`src/include/soc_macros.svh`:
```
// system-on-chip constants for bus widths, address map, reset and device table
`ifndef SOC_MACROS_SVH
`define SOC_MACROS_SVH

// bus widths
`define SOC_ARCHBITSZ 32
`define SOC_ADDRBITSZ 30

// address map in word addresses with one 4 KB window per slot
`define SOC_SLOT_LOG2 10
`define SOC_SLOT_COUNT 4

// reset sequencer
`define SOC_RST_CNTR_BITSZ 4

// scratch RAM depth as word-address bits
`define SOC_RAM_LOG2 8

// external interrupt sources
`define SOC_IRQ_SRC_COUNT 2

// device ids
`define SOC_ID_DEVTBL 7
`define SOC_ID_IRQCTRL 3
`define SOC_ID_RAM 1
`define SOC_ID_INVALID 0

// map sizes in bytes
`define SOC_MAPSZ_DEVTBL 4096
`define SOC_MAPSZ_IRQCTRL 4096
`define SOC_MAPSZ_RAM 1024
`define SOC_MAPSZ_INVALID 4096

// interrupt-use bit per slot
`define SOC_USEINTR_MASK 4'b0000

`endif

```
`src/soc_pkg.sv`:
```
// shared types of the system-on-chip: bus words, opcodes, slots and reset codes
`include "soc_macros.svh"

package soc_pkg;

	typedef logic [`SOC_ARCHBITSZ-1:0] word_t;
	typedef logic [`SOC_ADDRBITSZ-1:0] addr_t;
	typedef logic [(`SOC_ARCHBITSZ/8)-1:0] sel_t;

	typedef logic [`SOC_IRQ_SRC_COUNT-1:0] irq_src_t;

	// peripheral bus opcodes
	typedef enum logic [1:0] {
		PI1_NOP  = 2'b00,
		PI1_WR   = 2'b01,
		PI1_RD   = 2'b10,
		PI1_RDWR = 2'b11
	} pi1_op_e;

	// slot order follows word address bits 11:10
	typedef enum logic [1:0] {
		SLOT_DEVTBL  = 2'd0,
		SLOT_IRQCTRL = 2'd1,
		SLOT_RAM     = 2'd2,
		SLOT_INVALID = 2'd3
	} slot_e;

	// codes written to word 0 of the device table
	typedef enum logic [1:0] {
		SWRST_NONE     = 2'd0,
		SWRST_POWEROFF = 2'd1,
		SWRST_WARM     = 2'd2,
		SWRST_COLD     = 2'd3
	} swrst_e;

endpackage

```
`src/pi1_if.sv`:
```
// peripheral bus link between one master and one slave
`timescale 1ns/1ps

interface pi1_if;

	import soc_pkg::*;

	pi1_op_e op;
	addr_t addr;
	word_t wdata;
	word_t rdata;
	sel_t sel;
	logic rdy;

	modport master (
		output op,
		output addr,
		output wdata,
		output sel,
		input rdata,
		input rdy
	);

	modport slave (
		input op,
		input addr,
		input wdata,
		input sel,
		output rdata,
		output rdy
	);

endinterface

```
`src/pi1_router.sv`:
```
// single-master bus router that decodes the slot and answers invalid addresses
`timescale 1ns/1ps
`include "soc_macros.svh"

module pi1_router (
	input logic clk120mhz,
	input logic rst_p,
	pi1_if.slave m,
	pi1_if.master s_devtbl,
	pi1_if.master s_irqctrl,
	pi1_if.master s_ram
);

	import soc_pkg::*;

	localparam int SLOT_W = $clog2(`SOC_SLOT_COUNT);

	slot_e slot;
	logic bus_en_q;

	// anything above the slot bits falls through to the default slave
	always_comb begin
		if (|m.addr[`SOC_ADDRBITSZ-1:`SOC_SLOT_LOG2+SLOT_W])
			slot = SLOT_INVALID;
		else
			slot = slot_e'(m.addr[`SOC_SLOT_LOG2+SLOT_W-1:`SOC_SLOT_LOG2]);
	end

	// default slave stays silent until the system leaves reset
	always_ff @(posedge clk120mhz) begin
		if (rst_p)
			bus_en_q <= 1'b0;
		else
			bus_en_q <= 1'b1;
	end

	assign s_devtbl.op = (slot == SLOT_DEVTBL) ? m.op : PI1_NOP;
	assign s_devtbl.addr = m.addr;
	assign s_devtbl.wdata = m.wdata;
	assign s_devtbl.sel = m.sel;

	assign s_irqctrl.op = (slot == SLOT_IRQCTRL) ? m.op : PI1_NOP;
	assign s_irqctrl.addr = m.addr;
	assign s_irqctrl.wdata = m.wdata;
	assign s_irqctrl.sel = m.sel;

	assign s_ram.op = (slot == SLOT_RAM) ? m.op : PI1_NOP;
	assign s_ram.addr = m.addr;
	assign s_ram.wdata = m.wdata;
	assign s_ram.sel = m.sel;

	// response mux, no added cycle
	always_comb begin
		case (slot)
			SLOT_DEVTBL: begin
				m.rdata = s_devtbl.rdata;
				m.rdy = s_devtbl.rdy;
			end
			SLOT_IRQCTRL: begin
				m.rdata = s_irqctrl.rdata;
				m.rdy = s_irqctrl.rdy;
			end
			SLOT_RAM: begin
				m.rdata = s_ram.rdata;
				m.rdy = s_ram.rdy;
			end
			default: begin
				m.rdata = '0;
				m.rdy = (m.op != PI1_NOP) && bus_en_q;
			end
		endcase
	end

	// a slave never completes a transfer the master has not kept up
	a_rdy_needs_op: assert property (
		@(posedge clk120mhz) disable iff (rst_p)
		m.rdy |-> (m.op != PI1_NOP)
	);

endmodule

```
`src/flat_wrapper.sv`:
```
// flat-port wrapper written by rule: the top's interface ports become plain ports
module pi1_router_flat import soc_pkg::*;
  (clk120mhz, rst_p, m_op, m_addr, m_wdata, m_sel, m_rdata, m_rdy, s_devtbl_op, s_devtbl_addr, s_devtbl_wdata, s_devtbl_sel, s_devtbl_rdata, s_devtbl_rdy, s_irqctrl_op, s_irqctrl_addr, s_irqctrl_wdata, s_irqctrl_sel, s_irqctrl_rdata, s_irqctrl_rdy, s_ram_op, s_ram_addr, s_ram_wdata, s_ram_sel, s_ram_rdata, s_ram_rdy);
  pi1_if m_i ();
  pi1_if s_devtbl_i ();
  pi1_if s_irqctrl_i ();
  pi1_if s_ram_i ();
  input logic clk120mhz;
  input logic rst_p;
  input wire logic [$bits(m_i.op)-1:0] m_op;
  input wire logic [$bits(m_i.addr)-1:0] m_addr;
  input wire logic [$bits(m_i.wdata)-1:0] m_wdata;
  input wire logic [$bits(m_i.sel)-1:0] m_sel;
  output wire logic [$bits(m_i.rdata)-1:0] m_rdata;
  output wire logic [$bits(m_i.rdy)-1:0] m_rdy;
  output wire logic [$bits(s_devtbl_i.op)-1:0] s_devtbl_op;
  output wire logic [$bits(s_devtbl_i.addr)-1:0] s_devtbl_addr;
  output wire logic [$bits(s_devtbl_i.wdata)-1:0] s_devtbl_wdata;
  output wire logic [$bits(s_devtbl_i.sel)-1:0] s_devtbl_sel;
  input wire logic [$bits(s_devtbl_i.rdata)-1:0] s_devtbl_rdata;
  input wire logic [$bits(s_devtbl_i.rdy)-1:0] s_devtbl_rdy;
  output wire logic [$bits(s_irqctrl_i.op)-1:0] s_irqctrl_op;
  output wire logic [$bits(s_irqctrl_i.addr)-1:0] s_irqctrl_addr;
  output wire logic [$bits(s_irqctrl_i.wdata)-1:0] s_irqctrl_wdata;
  output wire logic [$bits(s_irqctrl_i.sel)-1:0] s_irqctrl_sel;
  input wire logic [$bits(s_irqctrl_i.rdata)-1:0] s_irqctrl_rdata;
  input wire logic [$bits(s_irqctrl_i.rdy)-1:0] s_irqctrl_rdy;
  output wire logic [$bits(s_ram_i.op)-1:0] s_ram_op;
  output wire logic [$bits(s_ram_i.addr)-1:0] s_ram_addr;
  output wire logic [$bits(s_ram_i.wdata)-1:0] s_ram_wdata;
  output wire logic [$bits(s_ram_i.sel)-1:0] s_ram_sel;
  input wire logic [$bits(s_ram_i.rdata)-1:0] s_ram_rdata;
  input wire logic [$bits(s_ram_i.rdy)-1:0] s_ram_rdy;
  assign m_i.op = m_op;
  assign m_i.addr = m_addr;
  assign m_i.wdata = m_wdata;
  assign m_i.sel = m_sel;
  assign m_rdata = m_i.rdata;
  assign m_rdy = m_i.rdy;
  assign s_devtbl_op = s_devtbl_i.op;
  assign s_devtbl_addr = s_devtbl_i.addr;
  assign s_devtbl_wdata = s_devtbl_i.wdata;
  assign s_devtbl_sel = s_devtbl_i.sel;
  assign s_devtbl_i.rdata = s_devtbl_rdata;
  assign s_devtbl_i.rdy = s_devtbl_rdy;
  assign s_irqctrl_op = s_irqctrl_i.op;
  assign s_irqctrl_addr = s_irqctrl_i.addr;
  assign s_irqctrl_wdata = s_irqctrl_i.wdata;
  assign s_irqctrl_sel = s_irqctrl_i.sel;
  assign s_irqctrl_i.rdata = s_irqctrl_rdata;
  assign s_irqctrl_i.rdy = s_irqctrl_rdy;
  assign s_ram_op = s_ram_i.op;
  assign s_ram_addr = s_ram_i.addr;
  assign s_ram_wdata = s_ram_i.wdata;
  assign s_ram_sel = s_ram_i.sel;
  assign s_ram_i.rdata = s_ram_rdata;
  assign s_ram_i.rdy = s_ram_rdy;
  pi1_router u_core (.clk120mhz(clk120mhz), .rst_p(rst_p), .m(m_i), .s_devtbl(s_devtbl_i), .s_irqctrl(s_irqctrl_i), .s_ram(s_ram_i));
endmodule
```
`config.mk`:
```
export PLATFORM = sky130hd
export DESIGN_NAME = pi1_router_flat
export DESIGN_NICKNAME = d
export VERILOG_FILES = /design/src/soc_pkg.sv /design/src/pi1_if.sv /design/src/pi1_router.sv /design/src/flat_wrapper.sv
export VERILOG_INCLUDE_DIRS = /design/src /design/src/include
export SDC_FILE = /design/constraint.sdc
export NUM_CORES = 1
export LEC_CHECK = 0
export BUFFER_PORTS_ARGS = -buffer_cell sky130_fd_sc_hd__buf_2
export CAP_MARGIN = 20
export CELL_PAD_IN_SITES_DETAIL_PLACEMENT = 1
export CELL_PAD_IN_SITES_GLOBAL_PLACEMENT = 2
export CORE_MARGIN = 3
export CORE_UTILIZATION = 10
export CTS_CLUSTER_SIZE = 20
export DETAILED_ROUTE_END_ITERATION = 10
export GPL_TIMING_DRIVEN = 0
export PLACE_DENSITY = 0.81
export SLEW_MARGIN = 20
export SYNTH_ARGS = -nofsm -noshare
export SYNTH_HDL_FRONTEND = slang
export SYNTH_SLANG_ARGS = --single-unit
export TNS_END_PERCENT = 30
```
`constraint.sdc`:
```
create_clock -name clk120mhz -period 1 [get_ports clk120mhz]
set_clock_uncertainty 0.1 [all_clocks]
set_input_delay 0 -clock clk120mhz [delete_from_list [all_inputs] [get_ports clk120mhz]]
set_output_delay 0 -clock clk120mhz [all_outputs]
set_load 0.02 [all_outputs]
```
Word-level counts from Yosys, hierarchy flattened
Index checks and enable logic that the tools add are counted.
{ "word_totals": {"register_bits": 1, "latch_bits": 0, "ram_bits": 0, "mem_bits_ro": 0, "in_bits": 169, "output_inout_bits": 237, "elab_cells": 14, "n_memories": 0} }
{ "op_classes": {"n_addsub": 0, "mul": 0, "n_div": 0, "n_lt_le_gt_ge": 0, "eq_ne": 2, "n_shift": 0, "mux": 7, "n_bitwise": 0, "reduce_logical": 4} }
{ "op_table": {"columns": ["cell", "n"], "rows": [
  ["$pmux W32 S3", 1],
  ["$reduce_or A18 Y1", 1],
  ["$mux W2", 4],
  ["$pmux W1 S3", 1],
  ["$eq A2 B1 Y1 const B", 1],
  ["$eq A2 B2 Y1 const B", 1],
  ["$logic_not A2 Y1", 1],
  ["$reduce_bool A2 Y1", 1],
  ["$logic_and A1 B1 Y1", 1],
  ["$mux W1", 1]
]} }

Depth between registers and ports, before layout
Gate-level depths: netlist of the first run.
{ "depth": {"ltp_word": 4, "depth_mapped": 6, "depth_no_buf": 4} }

Worst setup path before layout of the first run
No wires, ideal clock.
{ "synth_timing": {"path_kind": "input to output", "startpoint": "input m_addr[20]", "endpoint": "output m_rdy", "arrival_ns": 1.209, "required_time_ns": 0.900, "setup_slack_ns": -0.309, "path_stages": 5, "path_buffers": 1, "path_cell_list": "nor4_1 -> nand3_1 -> or2_1 -> buf_6 -> a221oi_2"} }
{ "synth_via": {"elab_chain_len": 4, "word_cells_on_any_way": 6, "cone_classes": "eq/ne: 2; mux: 2; reduce/logical: 2"} }
{ "synth_lines": {"columns": ["element", "line_no", "source"], "rows": [
  ["start: declaration", "flat_wrapper.sv:11", "input wire logic [$bits(m_i.addr)-1:0] m_addr;"],
  ["$reduce_or A18 Y1 (*)", "pi1_router.sv:23", "if (|m.addr[`SOC_ADDRBITSZ-1:`SOC_SLOT_LOG2+SLOT_W])"],
  ["$mux W2 (*)", "pi1_router.sv:23", null],
  ["$eq A2 B2 Y1 (tied with other cells)", "pi1_router.sv:54", "case (slot)"],
  ["$pmux W1 S3 (*)", "pi1_router.sv:54", null],
  ["end: declaration", "flat_wrapper.sv:15", "output wire logic [$bits(m_i.rdy)-1:0] m_rdy;"]
]} }
Every way passes the cells marked *; elsewhere a longest branch is shown, timed or not.

Worst setup path in the final report of the first run
{ "layout_timing": {"startpoint": "input m_addr[29]", "endpoint": "output m_rdy"} }
Same word-level chain as after synthesis.

==> results of run 1 <==
## power groups by stage
stage | combinational (uW) | clock [uW] | sequential, uW
after detailed placement | 2280 | 0 | 43.7
final | 2280 | 0.000134 | 43.7
after global placement | 2250 | 0 | 43.5
after global routing | 2460 | 0 | 43.9
after floorplan | 1490 | 0 | 43.1
after CTS | 2320 | 0 | 43.7
## what timing repair did
item | CTS | global route
pin swaps | 8 | 16
buffers inserted | 4 | 0
endpoints found under the hold margin | 0 | 0
gates resized for setup | 75 | 33
hold buffers | 0 | 0
setup endpoints to repair | 39 | 39
## layout make-up
class	instances	area (sq um)	share of cell area
diodes	1	2.50	0.000468
plain buffers	214	1630	0.304
inverters	1	3.75	0.000702
repair buffers	362	2060	0.385
multi-input cells	150	1230	0.230
well taps	324	405	0.0758
flip-flops and latches	1	20.0	0.00374
## layout by cell type (no fill, tap or decap)
master                     Yosys  layout
sky130_fd_sc_hd__a21oi_2       0       1
sky130_fd_sc_hd__o41ai_2       0       1
sky130_fd_sc_hd__nor2_4        0      31
sky130_fd_sc_hd__clkbuf_1      8       2
sky130_fd_sc_hd__nor4_2        0       1
sky130_fd_sc_hd__nor4_4        0       3
sky130_fd_sc_hd__nand3_2       0       1
sky130_fd_sc_hd__mux2i_1      32      32
sky130_fd_sc_hd__clkbuf_2      0       3
sky130_fd_sc_hd__nand2_1       2       2
sky130_fd_sc_hd__a21oi_1      32      31
sky130_fd_sc_hd__buf_6         4      33
sky130_fd_sc_hd__buf_2         4     316
sky130_fd_sc_hd__and4b_1       4       4
sky130_fd_sc_hd__buf_4       198     214
sky130_fd_sc_hd__nor4_1        5       1
sky130_fd_sc_hd__nor2b_1       1       1
sky130_fd_sc_hd__buf_8         0       1
sky130_fd_sc_hd__dfxtp_1       1       1
sky130_fd_sc_hd__or2_4         0       1
sky130_fd_sc_hd__nor2_1       66      34
sky130_fd_sc_hd__clkbuf_4      0       4
sky130_fd_sc_hd__nor4b_4       2       2
sky130_fd_sc_hd__a221oi_4      0       1
sky130_fd_sc_hd__o21ai_0       1       1
sky130_fd_sc_hd__mux2_2        1       1
sky130_fd_sc_hd__nor2_2        0       1
sky130_fd_sc_hd__buf_12        0       3
sky130_fd_sc_hd__inv_1         1       1
sky130_fd_sc_hd__diode_2       0       1
## per-layer routing
metal | global-route usage | wire length (um)
met5 | 0 | 0
met1 | 0.0963 | 4730
met3 | 0.0186 | 1520
met4 | 0.00724 | 137
met2 | 0.194 | 8310
## worst max path at each step
| stage | to | from | slack [ns] | cells after the start |
|---|---|---|---|---|
| finish | m_rdy | m_addr[29] | -0.48 | 6 |
| global route | m_rdy | m_addr[29] | -0.56 | 6 |
| detailed placement | m_rdata[17] | m_addr[10] | -1.00 | 7 |
| floorplan | m_rdy | m_addr[20] | -0.23 | 5 |
| CTS | m_rdy | m_addr[29] | -0.57 | 7 |
| global placement | m_rdata[17] | m_addr[10] | -1.01 | 7 |
## per-stage QoR
stage                     TNS (ns)  instances  hold WS, ns  area, sq um
after floorplan              -6.74        367      -0.0435         2800
after global placement      -31.36       1049       0.0513         5000
after detailed placement    -31.42       1049       0.0528         5000
after CTS                   -18.91       1053       0.0527         5250
after global routing        -19.23       1052       0.0616         5350
final                       -15.67       1053       0.0513         5350
## cell families after synthesis
family	Yosys count
buffers and inverters	216
AND/OR/NAND/NOR	82
AO/OA/AOI/OAI	35
multiplexers	33
flip-flops	1
==> impl_results.html, run 1 <==
<table>
<tr><th>Metric</th><th>Value</th></tr>
<tr><th colspan="2">Synthesis</th></tr>
<tr><td>Top cell type's share of synthesized area</td><td>0.590</td></tr>
<tr><td>Fraction of the yosys area taken by sequential cells</td><td>0.00794</td></tr>
<tr><td>Unique masters post-synth</td><td>21</td></tr>
<tr><td>Dominant register cell in the synthesized netlist</td><td>sky130_fd_sc_hd__dfxtp_1</td></tr>
<tr><td>Fraction of the mapped netlist area in compound gates</td><td>0.0749</td></tr>
<tr><td>Mux cell area share after synthesis</td><td>0.132</td></tr>
<tr><td>Ranking of synthesized cells by area</td><td>sky130_fd_sc_hd__buf_4, sky130_fd_sc_hd__mux2i_1, sky130_fd_sc_hd__nor2_1, sky130_fd_sc_hd__a21oi_1, sky130_fd_sc_hd__nor4b_4</td></tr>
<tr><td>Dominant cell by count in the synthesized netlist</td><td>sky130_fd_sc_hd__buf_4</td></tr>
<tr><td>Adder and majority gate portion of the synthesized area</td><td>0</td></tr>
<tr><td>Synth Cell Area</td><td>~2500 sq um</td></tr>
<tr><td>Yosys warnings</td><td>0</td></tr>
<tr><td>Cell taking the most area after synthesis</td><td>sky130_fd_sc_hd__buf_4</td></tr>
<tr><td>Synth Area in XOR/XNOR</td><td>0</td></tr>
<tr><td>Gate Count Post-Synth</td><td>367</td></tr>
<tr><td>Synth Area in Simple Gates</td><td>0.155</td></tr>
<tr><td>Top cells by count, synth</td><td>sky130_fd_sc_hd__buf_4, sky130_fd_sc_hd__nor2_1, sky130_fd_sc_hd__a21oi_1, sky130_fd_sc_hd__mux2i_1, sky130_fd_sc_hd__clkbuf_1</td></tr>
<tr><td>Number of enable flip-flop cells after synthesis</td><td>0</td></tr>
<tr><td>FFs w/ async S/R, synth</td><td>0</td></tr>
<tr><td>Number of register bits inferred by synthesis</td><td>1</td></tr>
<tr><td>Syn_nets</td><td>536</td></tr>
<tr><td>Per-instance average area after synthesis</td><td>~6.9 sq um</td></tr>
<tr><td>Combinational family with the most area after synthesis</td><td>buffers and inverters</td></tr>
<tr><th colspan="2">Power and ir drop</th></tr>
<tr><td>Combinational cell fraction of total power</td><td>0.981</td></tr>
<tr><td>Power consumption</td><td>2330 uW</td></tr>
<tr><td>Clock network power share</td><td>0</td></tr>
<tr><td>Share of total power in sequential cells</td><td>0.019</td></tr>
<tr><td>Leakage dissipation</td><td>0.00298 uW</td></tr>
<tr><td>Largest voltage drop on the vdd net</td><td>197 uV</td></tr>
<tr><td>Switching Fraction</td><td>0.510</td></tr>
<tr><td>Switching power total</td><td>1190 uW</td></tr>
<tr><td>Internal Pwr Total</td><td>1140 uW</td></tr>
<tr><td>Power per standard cell area</td><td>435 nW/um^2</td></tr>
<tr><th colspan="2">Global routing</th></tr>
<tr><td>First-pass GRT wire length</td><td>19.8 mm</td></tr>
<tr><td>Overflow left after global routing</td><td>0</td></tr>
<tr><td>Overall global routing resource usage</td><td>0.0925</td></tr>
<tr><td>Via count of the first global-routing pass</td><td>~3600</td></tr>
<tr><td>Antenna violations before repair</td><td>0</td></tr>
<tr><td>Pin count of the biggest net entering global routing</td><td>11</td></tr>
<tr><th colspan="2">Drt</th></tr>
<tr><td>Number of vias after detailed routing</td><td>3556</td></tr>
<tr><td>Number of optimization iterations in the first detailed-route pass</td><td>4</td></tr>
<tr><td>Total wire length after detailed routing</td><td>14.7 mm</td></tr>
<tr><td>Via density</td><td>3.38</td></tr>
<tr><td>Violation count after the first detailed-routing iteration</td><td>28</td></tr>
<tr><td>Total DRC errors in the routed layout</td><td>0</td></tr>
<tr><td>Residual antenna-violating net count after detailed routing</td><td>0</td></tr>
<tr><td>Average detailed-routed wire length per instance</td><td>around 14 um</td></tr>
<tr><th colspan="2">Worst setup path</th></tr>
<tr><td>Delay of the slowest cell on the worst path</td><td>0.35 ns</td></tr>
<tr><td>Sum of buffers and inverters on the critical path</td><td>2</td></tr>
<tr><td>Critical path class</td><td>input pin to primary output</td></tr>
<tr><td>Signal arrival time at the worst endpoint</td><td>1.38 ns</td></tr>
<tr><td>Critical path cell sequence</td><td>buf_8, nor4_4, nand3_2, or2_4, a221oi_4, buf_6</td></tr>
<tr><td>CP endpoint kind</td><td>primary output</td></tr>
<tr><td>Gate family responsible for the most delay along the worst path</td><td>simple AND/OR/NAND/NOR gates</td></tr>
<tr><td>Startpoint class of the critical path</td><td>input pin</td></tr>
<tr><td>Required time of the worst setup path</td><td>0.90 ns</td></tr>
<tr><td>Slowest stage cell on the critical path</td><td>sky130_fd_sc_hd__or2_4</td></tr>
<tr><td>CP max FO</td><td>7</td></tr>
<tr><th colspan="2">Die</th></tr>
<tr><td>Vert. Die Dim</td><td>between 150 and 200 um</td></tr>
<tr><td>Initial Utilization</td><td>0.103</td></tr>
<tr><td>Number of top-level pins</td><td>~410</td></tr>
<tr><td>Floorplan die area</td><td>~27000 sq um</td></tr>
<tr><td>Die Span X</td><td>165 um</td></tr>
<tr><td>Site row count</td><td>57</td></tr>
<tr><td>Core box area</td><td>24500 sq um</td></tr>
<tr><th colspan="2">Hold path</th></tr>
<tr><td>Endpoint with the worst hold slack</td><td>u_core.bus_en_q$_DFF_P_</td></tr>
<tr><td>Worst Min Path Start</td><td>rst_p</td></tr>
<tr><td>Cell depth of the worst hold path</td><td>2</td></tr>
<tr><td>Path class of the lowest-slack min-delay path</td><td>input pin to flop</td></tr>
<tr><th colspan="2">Layout</th></tr>
<tr><td>Share of layout cells above drive strength 1</td><td>0.849</td></tr>
<tr><td>Fill cells</td><td>about 3100</td></tr>
<tr><td>Layout overhead on the synthesized area</td><td>112%</td></tr>
<tr><td>Largest Register</td><td>u_core.bus_en_q</td></tr>
<tr><td>Max reg flops</td><td>1</td></tr>
<tr><td>Largest registers in the final layout</td><td>u_core.bus_en_q (1)</td></tr>
<tr><td>Nets@finish</td><td>899</td></tr>
<tr><td>Utilization of the core after routing</td><td>0.218</td></tr>
<tr><th colspan="2">Place</th></tr>
<tr><td>Final RePlAce weighted congestion</td><td>0.737</td></tr>
<tr><td>Count of input and output buffers</td><td>358</td></tr>
<tr><td>HPWL Detailed</td><td>approximately 13 mm</td></tr>
<tr><td>Setup WS pre-CTS</td><td>-1.00 ns</td></tr>
<tr><th colspan="2">STA</th></tr>
<tr><td>Number of endpoints failing setup at the final stage</td><td>39</td></tr>
<tr><td>Unrepaired setup endpoints after global routing</td><td>yes</td></tr>
<tr><td>Crit share post-route</td><td>1.48</td></tr>
<tr><td>Crit path setup slack, layout</td><td>-0.475 ns</td></tr>
<tr><td>Period minus WS final</td><td>about 1.5 ns</td></tr>
<tr><td>Worst rel slew slack</td><td>0.669</td></tr>
<tr><td>Upper clock frequency limit</td><td>678 MHz</td></tr>
<tr><td>Count of final hold-check violations</td><td>0</td></tr>
<tr><td>Final Max Tran Viols</td><td>0</td></tr>
<tr><td>Tightest Pin Transition</td><td>a little under 0.5 ns</td></tr>
<tr><th colspan="2">Outcome</th></tr>
<tr><td>Violations in the final reports</td><td>negative setup slack</td></tr>
<tr><td>Result of the run</td><td>complete, but fails checks</td></tr>
<tr><th colspan="2">Clock tree</th></tr>
<tr><td>Worst-path clk slew</td><td>0 ns</td></tr>
<tr><th colspan="2">Flow run</th></tr>
<tr><td>Maxcap violations</td><td>0</td></tr>
</table>
Note: power is estimated with default switching activity, not from simulation.
==> run 2: changes to the inputs <==
CORE_AREA = 3 3 158 160   (was default)
CORE_MARGIN = default   (was 3)
CORE_UTILIZATION = default   (was 10)
DIE_AREA = 0 0 161 163   (was default)
PLACE_DENSITY = 0.82   (was 0.81)
SKIP_LAST_GASP = 1   (was default)
clock period = 1.7 ns   (was 1 ns; I/O delays follow)
==> run 2 against run 1 <==
  * The run now ends clean
  * First-iteration DRC count rose to 2.8 times the previous value
  * Critical path depth up 2
  * Worst hold slack better by 0.0017 ns
  * Wire length down 3.7%
  * Sequential power down 42%
  * Setup slack better by 0.56 ns
==> impl_results.html, run 2 (synthesis results as in run 1) <==
<table>
<tr><th>Metric</th><th>Value</th></tr>
<tr><th colspan="2">Die</th></tr>
<tr><td>Floorplan die area</td><td>26200 sq um (-3.3%)</td></tr>
<tr><td>Core box area</td><td>23500 sq um (-4.0%)</td></tr>
<tr><td>Vert. Die Dim</td><td>163 um (-1.1%)</td></tr>
<tr><td>Number of top-level pins</td><td>406 (unchanged)</td></tr>
<tr><td>Initial Utilization</td><td>0.107 (+0.00433)</td></tr>
<tr><td>Die Span X</td><td>161 um (-2.3%)</td></tr>
<tr><td>Site row count</td><td>56 (-1.8%)</td></tr>
<tr><th colspan="2">Layout</th></tr>
<tr><td>Nets@finish</td><td>898 (-0.11%)</td></tr>
<tr><td>Layout overhead on the synthesized area</td><td>88.1%</td></tr>
<tr><td>Layout Cells excl Fill</td><td>1046 (-0.66%)</td></tr>
<tr><td>Antenna diode instance count</td><td>0 (-1)</td></tr>
<tr><td>Utilization of the core after routing</td><td>0.201 (-0.0165)</td></tr>
<tr><td>Max reg flops</td><td>1 (unchanged)</td></tr>
<tr><td>Largest Register</td><td>u_core.bus_en_q</td></tr>
<tr><td>Top library cells by usage in the layout, fill and taps aside</td><td>sky130_fd_sc_hd__buf_2, sky130_fd_sc_hd__buf_4, sky130_fd_sc_hd__nor2_1, sky130_fd_sc_hd__mux2i_1, sky130_fd_sc_hd__a21oi_1</td></tr>
<tr><td>Most common library cell in the layout ignoring fill and taps</td><td>sky130_fd_sc_hd__buf_2</td></tr>
<tr><td>Largest registers in the final layout</td><td>u_core.bus_en_q (1)</td></tr>
<tr><td>Share of layout cells above drive strength 1</td><td>0.791 (-0.0580)</td></tr>
<tr><th colspan="2">STA</th></tr>
<tr><td>Crit path setup slack, layout</td><td>0.0867 ns (+0.562 ns)</td></tr>
<tr><td>Unrepaired setup endpoints after global routing</td><td>yes</td></tr>
<tr><td>Crit share post-route</td><td>0.949</td></tr>
<tr><td>Period minus WS final</td><td>1.61 ns</td></tr>
<tr><td>Final Max Tran Viols</td><td>0 (unchanged)</td></tr>
<tr><td>Worst rel slew slack</td><td>0.537 (-0.132)</td></tr>
<tr><td>Upper clock frequency limit</td><td>620 MHz</td></tr>
<tr><td>Tightest Pin Transition</td><td>0.695 ns (+0.198 ns)</td></tr>
<tr><td>Setup TNS</td><td>0 ns (+15.67 ns)</td></tr>
<tr><td>Count of final hold-check violations</td><td>0 (unchanged)</td></tr>
<tr><td>Number of endpoints failing setup at the final stage</td><td>0 (-100%)</td></tr>
<tr><th colspan="2">Drt</th></tr>
<tr><td>Violation count after the first detailed-routing iteration</td><td>77 (+180%)</td></tr>
<tr><td>Total DRC errors in the routed layout</td><td>0 (unchanged)</td></tr>
<tr><td>Via density</td><td>3.34 (-1.0%)</td></tr>
<tr><td>Number of vias after detailed routing</td><td>3496 (-1.7%)</td></tr>
<tr><td>Total wire length after detailed routing</td><td>14.2 mm (-3.7%)</td></tr>
<tr><td>Residual antenna-violating net count after detailed routing</td><td>0 (unchanged)</td></tr>
<tr><td>Average detailed-routed wire length per instance</td><td>13.5 um (-3.0%)</td></tr>
<tr><td>Number of optimization iterations in the first detailed-route pass</td><td>4 (unchanged)</td></tr>
<tr><th colspan="2">Place</th></tr>
<tr><td>Final RePlAce weighted congestion</td><td>0.736 (-0.15%)</td></tr>
<tr><td>Setup WS pre-CTS</td><td>-0.347 ns (+0.654 ns)</td></tr>
<tr><td>Count of input and output buffers</td><td>358 (unchanged)</td></tr>
<tr><td>HPWL Detailed</td><td>12.8 mm (-2.7%)</td></tr>
<tr><td>Cell count after placement</td><td>1044 (-0.48%)</td></tr>
<tr><th colspan="2">Clock tree</th></tr>
<tr><td>Worst-path clk slew</td><td>0 ns (unchanged)</td></tr>
<tr><th colspan="2">Power and ir drop</th></tr>
<tr><td>Leakage dissipation</td><td>0.00290 uW (-2.8%)</td></tr>
<tr><td>Power per standard cell area</td><td>275 nW/um^2 (-37%)</td></tr>
<tr><td>Switching power total</td><td>656 uW (-45%)</td></tr>
<tr><td>Internal Pwr Total</td><td>650 uW (-43%)</td></tr>
<tr><td>Clock network power share</td><td>0 (unchanged)</td></tr>
<tr><td>Switching Fraction</td><td>0.502 (-0.00813)</td></tr>
<tr><td>Share of total power in sequential cells</td><td>0.020 (about the same)</td></tr>
<tr><td>Power consumption</td><td>1310 uW (-44%)</td></tr>
<tr><td>Combinational cell fraction of total power</td><td>0.980 (about the same)</td></tr>
<tr><td>Largest voltage drop on the vdd net</td><td>77.9 uV (-60%)</td></tr>
<tr><th colspan="2">Global routing</th></tr>
<tr><td>Pin count of the biggest net entering global routing</td><td>11 (unchanged)</td></tr>
<tr><td>First-pass GRT wire length</td><td>20.0 mm (+1.4%)</td></tr>
<tr><td>Via count of the first global-routing pass</td><td>3676 (+3.2%)</td></tr>
<tr><td>Antenna violations before repair</td><td>0 (unchanged)</td></tr>
<tr><td>Overflow left after global routing</td><td>0 (unchanged)</td></tr>
<tr><td>Overall global routing resource usage</td><td>0.0946 (+0.00211)</td></tr>
<tr><th colspan="2">Worst setup path</th></tr>
<tr><td>Critical path class</td><td>input pin to primary output</td></tr>
<tr><td>Signal arrival time at the worst endpoint</td><td>1.51 ns (+0.13 ns)</td></tr>
<tr><td>CP endpoint kind</td><td>primary output</td></tr>
<tr><td>CP max FO</td><td>10 (+3)</td></tr>
<tr><td>Required time of the worst setup path</td><td>1.60 ns (+0.70 ns)</td></tr>
<tr><td>Startpoint class of the critical path</td><td>input pin</td></tr>
<tr><th colspan="2">Outcome</th></tr>
<tr><td>Result of the run</td><td>finished, final reports clean</td></tr>
<tr><th colspan="2">Flow run</th></tr>
<tr><td>Maxcap violations</td><td>0 (unchanged)</td></tr>
<tr><th colspan="2">Hold path</th></tr>
<tr><td>Path class of the lowest-slack min-delay path</td><td>input pin to flop</td></tr>
</table>
## run 2: changes by cell type in the layout (fill, tap and decap cells not counted), moves of 2 or more
cell,change
sky130_fd_sc_hd__nor4_4,-3
sky130_fd_sc_hd__buf_6,-29
sky130_fd_sc_hd__nor2_1,+32
sky130_fd_sc_hd__buf_2,+44
sky130_fd_sc_hd__buf_4,-13
sky130_fd_sc_hd__nor4_1,+3
sky130_fd_sc_hd__clkbuf_1,+2
sky130_fd_sc_hd__buf_12,-3
sky130_fd_sc_hd__clkbuf_4,-3
sky130_fd_sc_hd__nor2_4,-31
## run 2: worst paths after layout
| check | slack (ns) | depth (start not counted) | to | from |
|---|---|---|---|---|
| worst max-delay path | 0.09 | 8 | m_rdata[0] | m_addr[28] |
| worst min-delay path | 0.05 | 2 | u_core.bus_en_q$_DFF_P_ | rst_p |
## run 2: what timing repair did
action | CTS | global route
resized for setup | 6 | 1
setup endpoints to repair | 32 | 33
setup buffers | 0 | 2
hold buffers | 0 | 0
## run 2: area by class of cell
cell class,instances,area [sq um]
fillers,3045,18800
repair buffers,360,1810
plain buffers,215,1600
multi-input cells,150,918
well taps,319,399
flip-flops and latches,1,20.0
inverters,1,3.75
## run 2: routing by layer
metal | wire (um) | GRT usage | vias up
met5 | 0 | 0 | -
met4 | 123 | 0.00782 | 0
met3 | 1150 | 0.0178 | 8
met2 | 8000 | 0.202 | 209
met1 | 4890 | 0.0969 | 1571
li1 | - | - | 1708
## run 2: critical path: stages
cell and delay (ns):
sky130_fd_sc_hd__buf_2 0.13, sky130_fd_sc_hd__nor4_1 0.31, sky130_fd_sc_hd__nand3_1 0.16, sky130_fd_sc_hd__or2_1 0.25, sky130_fd_sc_hd__buf_6 0.16, sky130_fd_sc_hd__buf_6 0.15
sky130_fd_sc_hd__nor2_1 0.15, sky130_fd_sc_hd__buf_2 0.19
## run 2: through the flow
stage,hold slack [ns],cell area [sq um]
floorplan,-0.0435,2520
global placement,0.0542,4710
detailed placement,0.0542,4710
CTS,0.0542,4730
global route,0.0648,4740
finish,0.0530,4740
## run 2: power groups by stage
stage	sequential (uW)	combinational, uW	clock, uW
2_1_floorplan	25.4	840	0
3_3_place_gp	25.6	1280	0
3_5_place_dp	25.5	1300	0
4_1_cts	25.5	1300	0
5_1_grt	25.6	1380	0
6_report	25.5	1280	0
